[src/bp_cfg_pkg.sv]
package bp_cfg_pkg;

	// ==================================================
	// port widths and counts
	// ==================================================

	// fetch and commit address width
	localparam int PC_W = 32;
	// resolved branches per cycle from commit
	localparam int COMMIT_PORTS = 3;
	// fetch slots that want a prediction
	localparam int FETCH_PORTS = 6;

	// ==================================================
	// table indexing
	// ==================================================

	// bit 0 of the address is skipped
	localparam int PC_IDX_LSB = 1;
	localparam int PC_IDX_BITS = 7;
	// global history bits in the low end of the index
	localparam int HIST_BITS = 2;
	localparam int IDX_W = PC_IDX_BITS + HIST_BITS;
	localparam int BHT_DEPTH = 1 << IDX_W;

	// ==================================================
	// commit queue
	// ==================================================

	// one slot stays unused, equal pointers mean empty
	localparam int QUEUE_DEPTH = 32;
	localparam int QPTR_W = $clog2(QUEUE_DEPTH);
	// index bits on top, taken bit at 0
	localparam int ENTRY_W = PC_IDX_BITS + 1;

endpackage

[src/bp_ctr_pkg.sv]
package bp_ctr_pkg;

	// ==================================================
	// two bit counter encoding
	// ==================================================

	localparam int CTR_W = 2;

	// rotated encoding, the chain runs
	// strong nt -> weak nt -> weak t -> strong t
	// which is a plain +1 step modulo 4
	localparam logic [CTR_W-1:0] CTR_STRONG_T = 2'd1;
	localparam logic [CTR_W-1:0] CTR_WEAK_T = 2'd0;
	localparam logic [CTR_W-1:0] CTR_WEAK_NT = 2'd3;
	localparam logic [CTR_W-1:0] CTR_STRONG_NT = 2'd2;

	// written to every entry by the clear sweep
	localparam logic [CTR_W-1:0] CTR_RESET = CTR_WEAK_NT;

	// ==================================================
	// taken decision
	// ==================================================

	// one bit per counter value, set where the value predicts taken
	// bit 0 is weak taken, bit 1 is strong taken
	localparam logic [(1 << CTR_W)-1:0] CTR_TAKEN_MASK =
		(4'b0001 << CTR_WEAK_T) | (4'b0001 << CTR_STRONG_T);

endpackage

[src/bht_table.sv]
`timescale 1ns/1ps

module bht_table (
	input  logic clk,
	input  logic wr_en,
	input  logic [bp_cfg_pkg::IDX_W-1:0] wr_idx,
	input  logic [bp_ctr_pkg::CTR_W-1:0] wr_ctr,
	input  logic [bp_cfg_pkg::IDX_W-1:0] rd_idx,
	input  logic [bp_cfg_pkg::HIST_BITS-1:0] hist,
	input  logic en,
	input  logic init_busy,
	input  logic [bp_cfg_pkg::PC_W-1:0] fetch_pc [bp_cfg_pkg::FETCH_PORTS],
	output logic [bp_ctr_pkg::CTR_W-1:0] rd_ctr,
	output logic [bp_cfg_pkg::FETCH_PORTS-1:0] predict_taken
);
	import bp_cfg_pkg::*;
	import bp_ctr_pkg::*;

	// counter storage, contents set by the clear sweep
	logic [CTR_W-1:0] bht_mem [BHT_DEPTH];

	logic [IDX_W-1:0] fetch_idx [FETCH_PORTS];
	logic [CTR_W-1:0] fetch_ctr [FETCH_PORTS];

	// predictions are only meaningful once the sweep is done
	logic pred_ok;

	// ==================================================
	// write port
	// ==================================================

	always_ff @(posedge clk) begin
		if (wr_en)
			bht_mem[wr_idx] <= wr_ctr;
	end

	// ==================================================
	// read ports
	// ==================================================

	// update path reads the entry it is about to write
	assign rd_ctr = bht_mem[rd_idx];

	assign pred_ok = en && !init_busy;

	// fetch slots index with address bits above history
	always_comb begin
		for (int f = 0; f < FETCH_PORTS; f++) begin
			fetch_idx[f] = {fetch_pc[f][PC_IDX_LSB +: PC_IDX_BITS], hist};
			fetch_ctr[f] = bht_mem[fetch_idx[f]];
			predict_taken[f] = CTR_TAKEN_MASK[fetch_ctr[f]] && pred_ok;
		end
	end

endmodule

[src/branch_predictor.sv]
`timescale 1ns/1ps

module branch_predictor (
	input  logic clk,
	input  logic rst,
	input  logic en,
	input  logic [bp_cfg_pkg::COMMIT_PORTS-1:0] commit_valid,
	input  logic [bp_cfg_pkg::PC_W-1:0] commit_pc [bp_cfg_pkg::COMMIT_PORTS],
	input  logic [bp_cfg_pkg::COMMIT_PORTS-1:0] commit_taken,
	input  logic [bp_cfg_pkg::PC_W-1:0] fetch_pc [bp_cfg_pkg::FETCH_PORTS],
	output logic [bp_cfg_pkg::FETCH_PORTS-1:0] predict_taken,
	output logic queue_overflow,
	output logic init_busy
);
	import bp_cfg_pkg::*;
	import bp_ctr_pkg::*;

	// queue to update stage
	logic pop_valid;
	logic [PC_IDX_BITS-1:0] pop_idx;
	logic pop_taken;

	// update stage to table
	logic [IDX_W-1:0] rd_idx;
	logic [CTR_W-1:0] rd_ctr;
	logic wr_en;
	logic [IDX_W-1:0] wr_idx;
	logic [CTR_W-1:0] wr_ctr;
	logic [HIST_BITS-1:0] hist;

	// ==================================================
	// stage 1, pending updates
	// ==================================================

	commit_queue u_commit_queue (
		.clk            (clk),
		.rst            (rst),
		.en             (en),
		.init_busy      (init_busy),
		.commit_valid   (commit_valid),
		.commit_pc      (commit_pc),
		.commit_taken   (commit_taken),
		.pop_valid      (pop_valid),
		.pop_idx        (pop_idx),
		.pop_taken      (pop_taken),
		.queue_overflow (queue_overflow)
	);

	// stage 2, counter step, history and clear sweep
	counter_update u_counter_update (
		.clk       (clk),
		.rst       (rst),
		.en        (en),
		.pop_valid (pop_valid),
		.pop_idx   (pop_idx),
		.pop_taken (pop_taken),
		.rd_ctr    (rd_ctr),
		.rd_idx    (rd_idx),
		.wr_en     (wr_en),
		.wr_idx    (wr_idx),
		.wr_ctr    (wr_ctr),
		.hist      (hist),
		.init_busy (init_busy)
	);

	// stage 3, table write and fetch lookups
	bht_table u_bht_table (
		.clk           (clk),
		.wr_en         (wr_en),
		.wr_idx        (wr_idx),
		.wr_ctr        (wr_ctr),
		.rd_idx        (rd_idx),
		.hist          (hist),
		.en            (en),
		.init_busy     (init_busy),
		.fetch_pc      (fetch_pc),
		.rd_ctr        (rd_ctr),
		.predict_taken (predict_taken)
	);

endmodule

[src/commit_queue.sv]
`timescale 1ns/1ps

module commit_queue (
	input  logic clk,
	input  logic rst,
	input  logic en,
	input  logic init_busy,
	input  logic [bp_cfg_pkg::COMMIT_PORTS-1:0] commit_valid,
	input  logic [bp_cfg_pkg::PC_W-1:0] commit_pc [bp_cfg_pkg::COMMIT_PORTS],
	input  logic [bp_cfg_pkg::COMMIT_PORTS-1:0] commit_taken,
	output logic pop_valid,
	output logic [bp_cfg_pkg::PC_IDX_BITS-1:0] pop_idx,
	output logic pop_taken,
	output logic queue_overflow
);
	import bp_cfg_pkg::*;

	// circular buffer of pending updates
	logic [ENTRY_W-1:0] q_mem [QUEUE_DEPTH];
	logic [QPTR_W-1:0] head;
	logic [QPTR_W-1:0] tail;

	// occupancy and space left
	logic [QPTR_W-1:0] used_cnt;
	logic [QPTR_W-1:0] free_cnt;

	// per port packing results
	logic [ENTRY_W-1:0] port_entry [COMMIT_PORTS];
	logic [QPTR_W-1:0] slot_ptr [COMMIT_PORTS];
	logic [COMMIT_PORTS-1:0] accept;
	logic [QPTR_W-1:0] push_cnt;
	logic drop;

	logic [ENTRY_W-1:0] head_entry;

	// ==================================================
	// packing of the commit ports
	// ==================================================

	// pointer difference wraps, so this is the live count
	assign used_cnt = tail - head;
	assign free_cnt = QPTR_W'(QUEUE_DEPTH - 1) - used_cnt;

	// valid ports take consecutive slots in port order
	// once space runs out the younger ports are dropped
	always_comb begin
		push_cnt = '0;
		drop = 1'b0;
		for (int p = 0; p < COMMIT_PORTS; p++) begin
			port_entry[p] = {commit_pc[p][PC_IDX_LSB +: PC_IDX_BITS], commit_taken[p]};
			slot_ptr[p] = tail + push_cnt;
			accept[p] = 1'b0;
			if (commit_valid[p]) begin
				if (push_cnt < free_cnt) begin
					accept[p] = 1'b1;
					push_cnt = push_cnt + 1'b1;
				end else begin
					drop = 1'b1;
				end
			end
		end
	end

	// accepted ports land in their packed slots
	always_ff @(posedge clk) begin
		for (int p = 0; p < COMMIT_PORTS; p++) begin
			if (accept[p])
				q_mem[slot_ptr[p]] <= port_entry[p];
		end
	end

	// ==================================================
	// pointers and pop
	// ==================================================

	// no pops while stalled or while the table is being cleared
	assign pop_valid = en && !init_busy && (head != tail);
	assign head_entry = q_mem[head];
	assign pop_idx = head_entry[ENTRY_W-1:1];
	assign pop_taken = head_entry[0];

	always_ff @(posedge clk) begin
		if (rst) begin
			head <= '0;
			tail <= '0;
			queue_overflow <= 1'b0;
		end else begin
			tail <= tail + push_cnt;
			if (pop_valid)
				head <= head + 1'b1;
			// flag follows the cycle that lost entries
			queue_overflow <= drop;
		end
	end

endmodule

[src/counter_update.sv]
`timescale 1ns/1ps

module counter_update (
	input  logic clk,
	input  logic rst,
	input  logic en,
	input  logic pop_valid,
	input  logic [bp_cfg_pkg::PC_IDX_BITS-1:0] pop_idx,
	input  logic pop_taken,
	input  logic [bp_ctr_pkg::CTR_W-1:0] rd_ctr,
	output logic [bp_cfg_pkg::IDX_W-1:0] rd_idx,
	output logic wr_en,
	output logic [bp_cfg_pkg::IDX_W-1:0] wr_idx,
	output logic [bp_ctr_pkg::CTR_W-1:0] wr_ctr,
	output logic [bp_cfg_pkg::HIST_BITS-1:0] hist,
	output logic init_busy
);
	import bp_cfg_pkg::*;
	import bp_ctr_pkg::*;

	// entry in flight between pop and table write
	logic upd_valid;
	logic [PC_IDX_BITS-1:0] upd_idx;
	logic upd_taken;

	// clear sweep address
	logic [IDX_W-1:0] clr_idx;

	logic [IDX_W-1:0] upd_wr_idx;
	logic [CTR_W-1:0] ctr_next;

	// ==================================================
	// update register and history
	// ==================================================

	always_ff @(posedge clk) begin
		if (rst) begin
			upd_valid <= 1'b0;
			hist <= '0;
		end else if (en) begin
			// pop only happens with en high, so this is one entry per cycle
			upd_valid <= pop_valid;
			// history moves as the held entry is written
			if (upd_valid)
				hist <= {hist[HIST_BITS-2:0], upd_taken};
		end
	end

	// held entry payload, loaded on every pop
	always_ff @(posedge clk) begin
		if (pop_valid) begin
			upd_idx <= pop_idx;
			upd_taken <= pop_taken;
		end
	end

	// ==================================================
	// clear sweep
	// ==================================================

	// one entry per cycle, busy drops after the last write
	always_ff @(posedge clk) begin
		if (rst) begin
			clr_idx <= '0;
			init_busy <= 1'b1;
		end else if (init_busy) begin
			clr_idx <= clr_idx + 1'b1;
			if (clr_idx == IDX_W'(BHT_DEPTH - 1))
				init_busy <= 1'b0;
		end
	end

	// ==================================================
	// saturating counter step
	// ==================================================

	// current history, so back-to-back entries see the previous shift
	assign upd_wr_idx = {upd_idx, hist};
	assign rd_idx = upd_wr_idx;

	always_comb begin
		case (rd_ctr)
			CTR_STRONG_NT: ctr_next = upd_taken ? CTR_WEAK_NT : CTR_STRONG_NT;
			CTR_WEAK_NT:   ctr_next = upd_taken ? CTR_WEAK_T : CTR_STRONG_NT;
			CTR_WEAK_T:    ctr_next = upd_taken ? CTR_STRONG_T : CTR_WEAK_NT;
			default:       ctr_next = upd_taken ? CTR_STRONG_T : CTR_WEAK_T;
		endcase
	end

	// sweep owns the write port until it is done
	assign wr_en = init_busy || (upd_valid && en);
	assign wr_idx = init_busy ? clr_idx : upd_wr_idx;
	assign wr_ctr = init_busy ? CTR_RESET : ctr_next;

endmodule

[config.mk]
export PLATFORM = sky130hd
export DESIGN_NAME = branch_predictor
export DESIGN_NICKNAME = d
export VERILOG_FILES = /design/src/bp_cfg_pkg.sv /design/src/bp_ctr_pkg.sv /design/src/bht_table.sv /design/src/branch_predictor.sv /design/src/commit_queue.sv /design/src/counter_update.sv
export SDC_FILE = /design/constraint.sdc
export NUM_CORES = 2
export LEC_CHECK = 0
export BUFFER_PORTS_ARGS = -buffer_cell sky130_fd_sc_hd__buf_2
export CAP_MARGIN = 30
export CORE_MARGIN = 1.5
export CORE_UTILIZATION = 35
export DETAILED_ROUTE_END_ITERATION = 12
export GPL_TIMING_DRIVEN = 0
export HOLD_SLACK_MARGIN = 0.1
export SLEW_MARGIN = 20
export SYNTH_ARGS = -nofsm -noshare
export SYNTH_HDL_FRONTEND = slang
export SYNTH_SLANG_ARGS = --single-unit
[constraint.sdc]
create_clock -name clk -period 38.2 [get_ports clk]
set_input_delay 1.91 -clock clk [delete_from_list [all_inputs] [get_ports clk]]
set_output_delay 1.91 -clock clk [all_outputs]
set_load 0.02 [all_outputs]
==> PnR_summary.wiki <==
{| class="wikitable"
! Metric !! Value
|-
| Final critical-path share of the clock period || about a fifth
|-
| Result of the run || completed
|-
| Number of antenna violations at the first check in global routing || 19
|-
| Buffers and inverters on the worst path || 6
|-
| Number of nets in the finished design || roughly 5200
|-
| Synthesis warning total || 0
|-
| Most area-consuming cells after synthesis || sky130_fd_sc_hd__edfxtp_1, sky130_fd_sc_hd__mux4_2, sky130_fd_sc_hd__mux2i_1
|-
| Utilization after layout || 40.3%
|-
| Critical-path top delay cell || sky130_fd_sc_hd__clkbuf_1
|-
| Sequential-to-total area share from yosys stat || approximately 59%
|-
| Total power density per cell area || around 42 nW/µm²
|-
| Cts bufs inserted || roughly 150
|-
| Critical path startpoint category || flop
|-
| Final estimated routing congestion in global placement || just over 1
|-
| CP most frequent cell || sky130_fd_sc_hd__buf_2
|-
| Width of the die || between 400 and 500 µm
|-
| Final setup viols || 0
|-
| Final-report max-slew violation count || 0
|-
| GRT overflow || 0
|-
| Flops & latches, synth || 1312
|-
| ANT nets after route || 0
|-
| Mean cell area of the mapped netlist || around 15 µm²
|-
| Inst Count DP || between 7000 and 8000
|-
| Post-detailed-route wirelength per cell || between 30 and 40 µm
|-
| Least-Margin Pin Slew || between 1 and 1.5 ns
|-
| Async set-reset flop share out of synthesis || 0%
|-
| Number of port buffers || 61
|-
| Worst hold path type || flop to flop
|-
| XOR/XNOR share of the synthesized area || 0.249%
|-
| Gates resized, CTS repair || 0
|-
| Area growth, synth to finish || 14.4%
|-
| Worst Hold Path Cells || 2
|-
| Total Power || around 3.2 mW
|-
| Floorplan die height || about 440 µm
|-
| Worst slew margin || between 20% and 30%
|-
| Library cell occupying the most area in the post-synthesis netlist || sky130_fd_sc_hd__edfxtp_1
|-
| Clock transition at the registers of the reported paths || 0.06 ns
|-
| Pre-Repair DR Iteration Count || 8
|-
| CTS sink cnt || between 1000 and 1500
|-
| Setup Crit Path Kind || flop to output pin
|-
| Cell count after synthesis || ~4600
|-
| Clock skew || approximately 0.05 ns
|-
| Number of I/O pins || 305
|-
| Final HPWL from detailed placement || ~200000 µm
|-
| Maximum fanout count along the critical path || 10
|-
| First-pass GRT wire length || 367000 µm
|-
| Worst Reg2Reg Path Length in Cells || 21
|-
| Number of stages on the worst setup path || 11
|-
| Final Instance Count excl. Fillers || roughly 7500
|-
| Worst path required time || around 36 ns
|-
| Iter 0 DRT Violations || between 8000 and 9000
|-
| VDD IR-drop max || about 44 µV
|-
| Library cell with the highest instance count after synthesis || sky130_fd_sc_hd__edfxtp_1
|-
| Max Buffers Root-to-Sink || 3
|-
| Multiplexer share of the synthesized area || 23.9%
|-
| Number of design rule violations left after detail routing || 0
|-
| CTS tree || yes
|-
| Synth Cell Area || around 67000 µm²
|-
| Total length of routed wires || roughly 270000 µm
|-
| Fraction of the mapped netlist area in adder cells || less than 1%
|-
| Kind of capture point of the worst setup path || output pin
|-
| Number of flops mapped to enable cells by yosys || around 1300
|-
| RSZ-0062 raised after global routing || false
|-
| Combinational family with the most area after synthesis || multiplexers
|-
| Hold Fails Final Rpt || 0
|-
| Area of all placed cells without fillers || around 76000 µm²
|-
| Netlist cell types || 74
|-
| Fraction of layout cells with a size suffix above 1 || around 22%
|-
| Hold Buf Count CTS || 0
|-
| Crit path largest cell delay || a little under 0.9 ns
|-
| Most instantiated cells after synthesis || sky130_fd_sc_hd__edfxtp_1, sky130_fd_sc_hd__nor2_1, sky130_fd_sc_hd__mux4_2, sky130_fd_sc_hd__clkbuf_1, sky130_fd_sc_hd__nand2_1
|-
| Initial standard-cell utilization of the core || between 30% and 40%
|-
| Die outline area || between 150000 and 200000 µm²
|-
| Final critical-path required period || ~8.1 ns
|-
| Core region area || between 150000 and 200000 µm²
|-
| Vias after detailed routing || approximately 48000
|-
| Clk root buf || sky130_fd_sc_hd__clkbuf_16
|-
| Row cnt || 160
|-
| Global-route total usage across every layer || 27.4%
|-
| Ratio of routed vias to standard cells || ~6.3
|-
| Arrival time at the worst endpoint || between 6 and 7 ns
|-
| Cell chain of the critical path || buf_2 -> buf_2 -> buf_2 -> clkbuf_1 -> mux4_2 -> mux4_2 -> a221oi_1 -> nor3b_1 -> o31ai_2 -> buf_4 -> buf_2
|-
| Placed Area || ~72000 µm²
|-
| Skew-Pair Late Insertion Delay || between 0.8 and 0.9 ns
|-
| Fmax || 123 MHz
|-
| Commonest register cell after synthesis || sky130_fd_sc_hd__edfxtp_1
|-
| Simple-gate share of the synthesized area || under 10%
|-
| Maximum number of pins on one net before global-route repair || 26
|-
| Critical path's top delay family || buffers and inverters
|-
| Share of the synthesized area in the top cell type || between 50% and 60%
|-
| Complex-gate fraction of the synthesized area || around 5.8%
|-
| Static power due to leakage || about 23 nW
|-
| Vias in the first global route || roughly 46000
|-
| Maximum capacitance violations || 0
|-
| Post-CTS setup-driven buffer insertion count || 0
|-
| Number of H-tree levels || 4
|-
| Syn_nets || 4898
|}
==> worst reg2reg max path: stages, from the launching register on <==
cell and delay [ns]:
sky130_fd_sc_hd__dfxtp_1 0.59, sky130_fd_sc_hd__inv_1 0.31, sky130_fd_sc_hd__fa_1 0.54, sky130_fd_sc_hd__a21o_1 0.20, sky130_fd_sc_hd__a21oi_1 0.17, sky130_fd_sc_hd__xor2_1 0.11, sky130_fd_sc_hd__or3_1 0.32, sky130_fd_sc_hd__clkbuf_1 0.17
sky130_fd_sc_hd__nor2_1 0.16, sky130_fd_sc_hd__nor2_1 0.14, sky130_fd_sc_hd__a211oi_1 0.51, sky130_fd_sc_hd__ha_1 0.29, sky130_fd_sc_hd__inv_1 0.06, sky130_fd_sc_hd__fa_1 0.57, sky130_fd_sc_hd__inv_1 0.10, sky130_fd_sc_hd__nor4_2 0.79
sky130_fd_sc_hd__and2_1 0.24, sky130_fd_sc_hd__clkbuf_1 0.38, sky130_fd_sc_hd__clkbuf_1 0.50, sky130_fd_sc_hd__inv_1 0.09, sky130_fd_sc_hd__o211ai_1 0.32, sky130_fd_sc_hd__buf_4 0.27
==> final cells by class <==
cell class              instances  area [µm²]
clock buffers                 178        3780
plain buffers                 437        1980
well taps                    2511        3140
multi-input cells            2807       25700
flip-flops and latches       1312       39200
fillers                     17600      113000
repair buffers                167        1630
diodes                         14        35.0
clock inverters                89         906
inverters                      26        97.6
==> path summary, 6_finish.rpt <==
kind	slack, ns	to	from
max	30.10	predict_taken[3]	u_counter_update.hist[1]$_SDFFE_PP0P_
min	0.52	u_counter_update.hist[0]$_SDFFE_PP0P_	u_counter_update.upd_valid$_SDFFE_PP0P_
max reg2reg	31.07	u_commit_queue.q_mem[12][4]$_DFFE_PP_	u_commit_queue.tail[1]$_SDFF_PP0_
min reg2reg	0.52	u_counter_update.hist[0]$_SDFFE_PP0P_	u_counter_update.upd_valid$_SDFFE_PP0P_
==> where the power goes <==
group | internal [mW] | total, mW | switching (mW)
sequential | 1.59 | 1.59 | 0.00709
clock | 0.772 | 1.39 | 0.621
combinational | 0.0719 | 0.214 | 0.142
total | 2.43 | 3.20 | 0.770
==> through the flow <==
stage          setup slack [ns]   TNS, ns  hold slack, ns
6_report                  30.10         0           0.521
5_1_grt                   30.08         0           0.546
4_1_cts                   30.10         0           0.503
3_5_place_dp              30.97         0           0.494
3_3_place_gp             -13.16  -6727.10           0.501
2_1_floorplan             10.68         0           0.471
==> routing by layer <==
| metal | vias to the layer above | global-route usage, % | part of all wire [%] |
|---|---|---|---|
| met5 | - | 0 | 0.0097 |
| met4 | 4 | 15.7 | 6.8 |
| met3 | 703 | 7.57 | 13 |
| met2 | 3906 | 41.2 | 44 |
| met1 | 24500 | 35.5 | 36 |
| li1 | 18700 | - | - |
==> flip-flops by register name, indices dropped and copies added (netlist names) <==
register and cells:
u_commit_queue.tail 5, u_counter_update.upd_taken 1, u_commit_queue.queue_overflow 1, u_commit_queue.head 5
u_bht_table.bht_mem 1024, u_counter_update.upd_valid 1, u_commit_queue.q_mem 256, u_counter_update.clr_idx 9
u_counter_update.init_busy 1, u_counter_update.upd_idx 7, u_counter_update.hist 2
==> placed cells by master, fill, tap and decap left out, types with 34 or more instances in the layout <==
cell type | synthesis | layout
sky130_fd_sc_hd__nor3_1 | 54 | 53
sky130_fd_sc_hd__buf_6 | 21 | 78
sky130_fd_sc_hd__mux2i_1 | 300 | 300
sky130_fd_sc_hd__nand3_1 | 34 | 34
sky130_fd_sc_hd__nand2_1 | 303 | 303
sky130_fd_sc_hd__a22oi_1 | 113 | 113
sky130_fd_sc_hd__buf_8 | 2 | 36
sky130_fd_sc_hd__clkbuf_16 | 0 | 145
sky130_fd_sc_hd__buf_2 | 46 | 116
sky130_fd_sc_hd__o21ai_0 | 188 | 188
sky130_fd_sc_hd__mux4_2 | 549 | 549
sky130_fd_sc_hd__nor2_1 | 715 | 713
sky130_fd_sc_hd__edfxtp_1 | 1288 | 1288
sky130_fd_sc_hd__mux2_2 | 41 | 41
sky130_fd_sc_hd__clkbuf_1 | 316 | 325
sky130_fd_sc_hd__a21oi_1 | 136 | 136
==> cell families (layout without fill, tap and decap cells) <==
family	Yosys count	in the layout
AOI/OAI and AO/OA	609	609
xor gates and xnor gates	19	19
adders and majority gates	21	21
buffers and inverters	463	897
DFF	1312	1312
muxes	898	898
other	0	14
and+or+nand+nor	1260	1260
(Power assumes the default switching activity.)
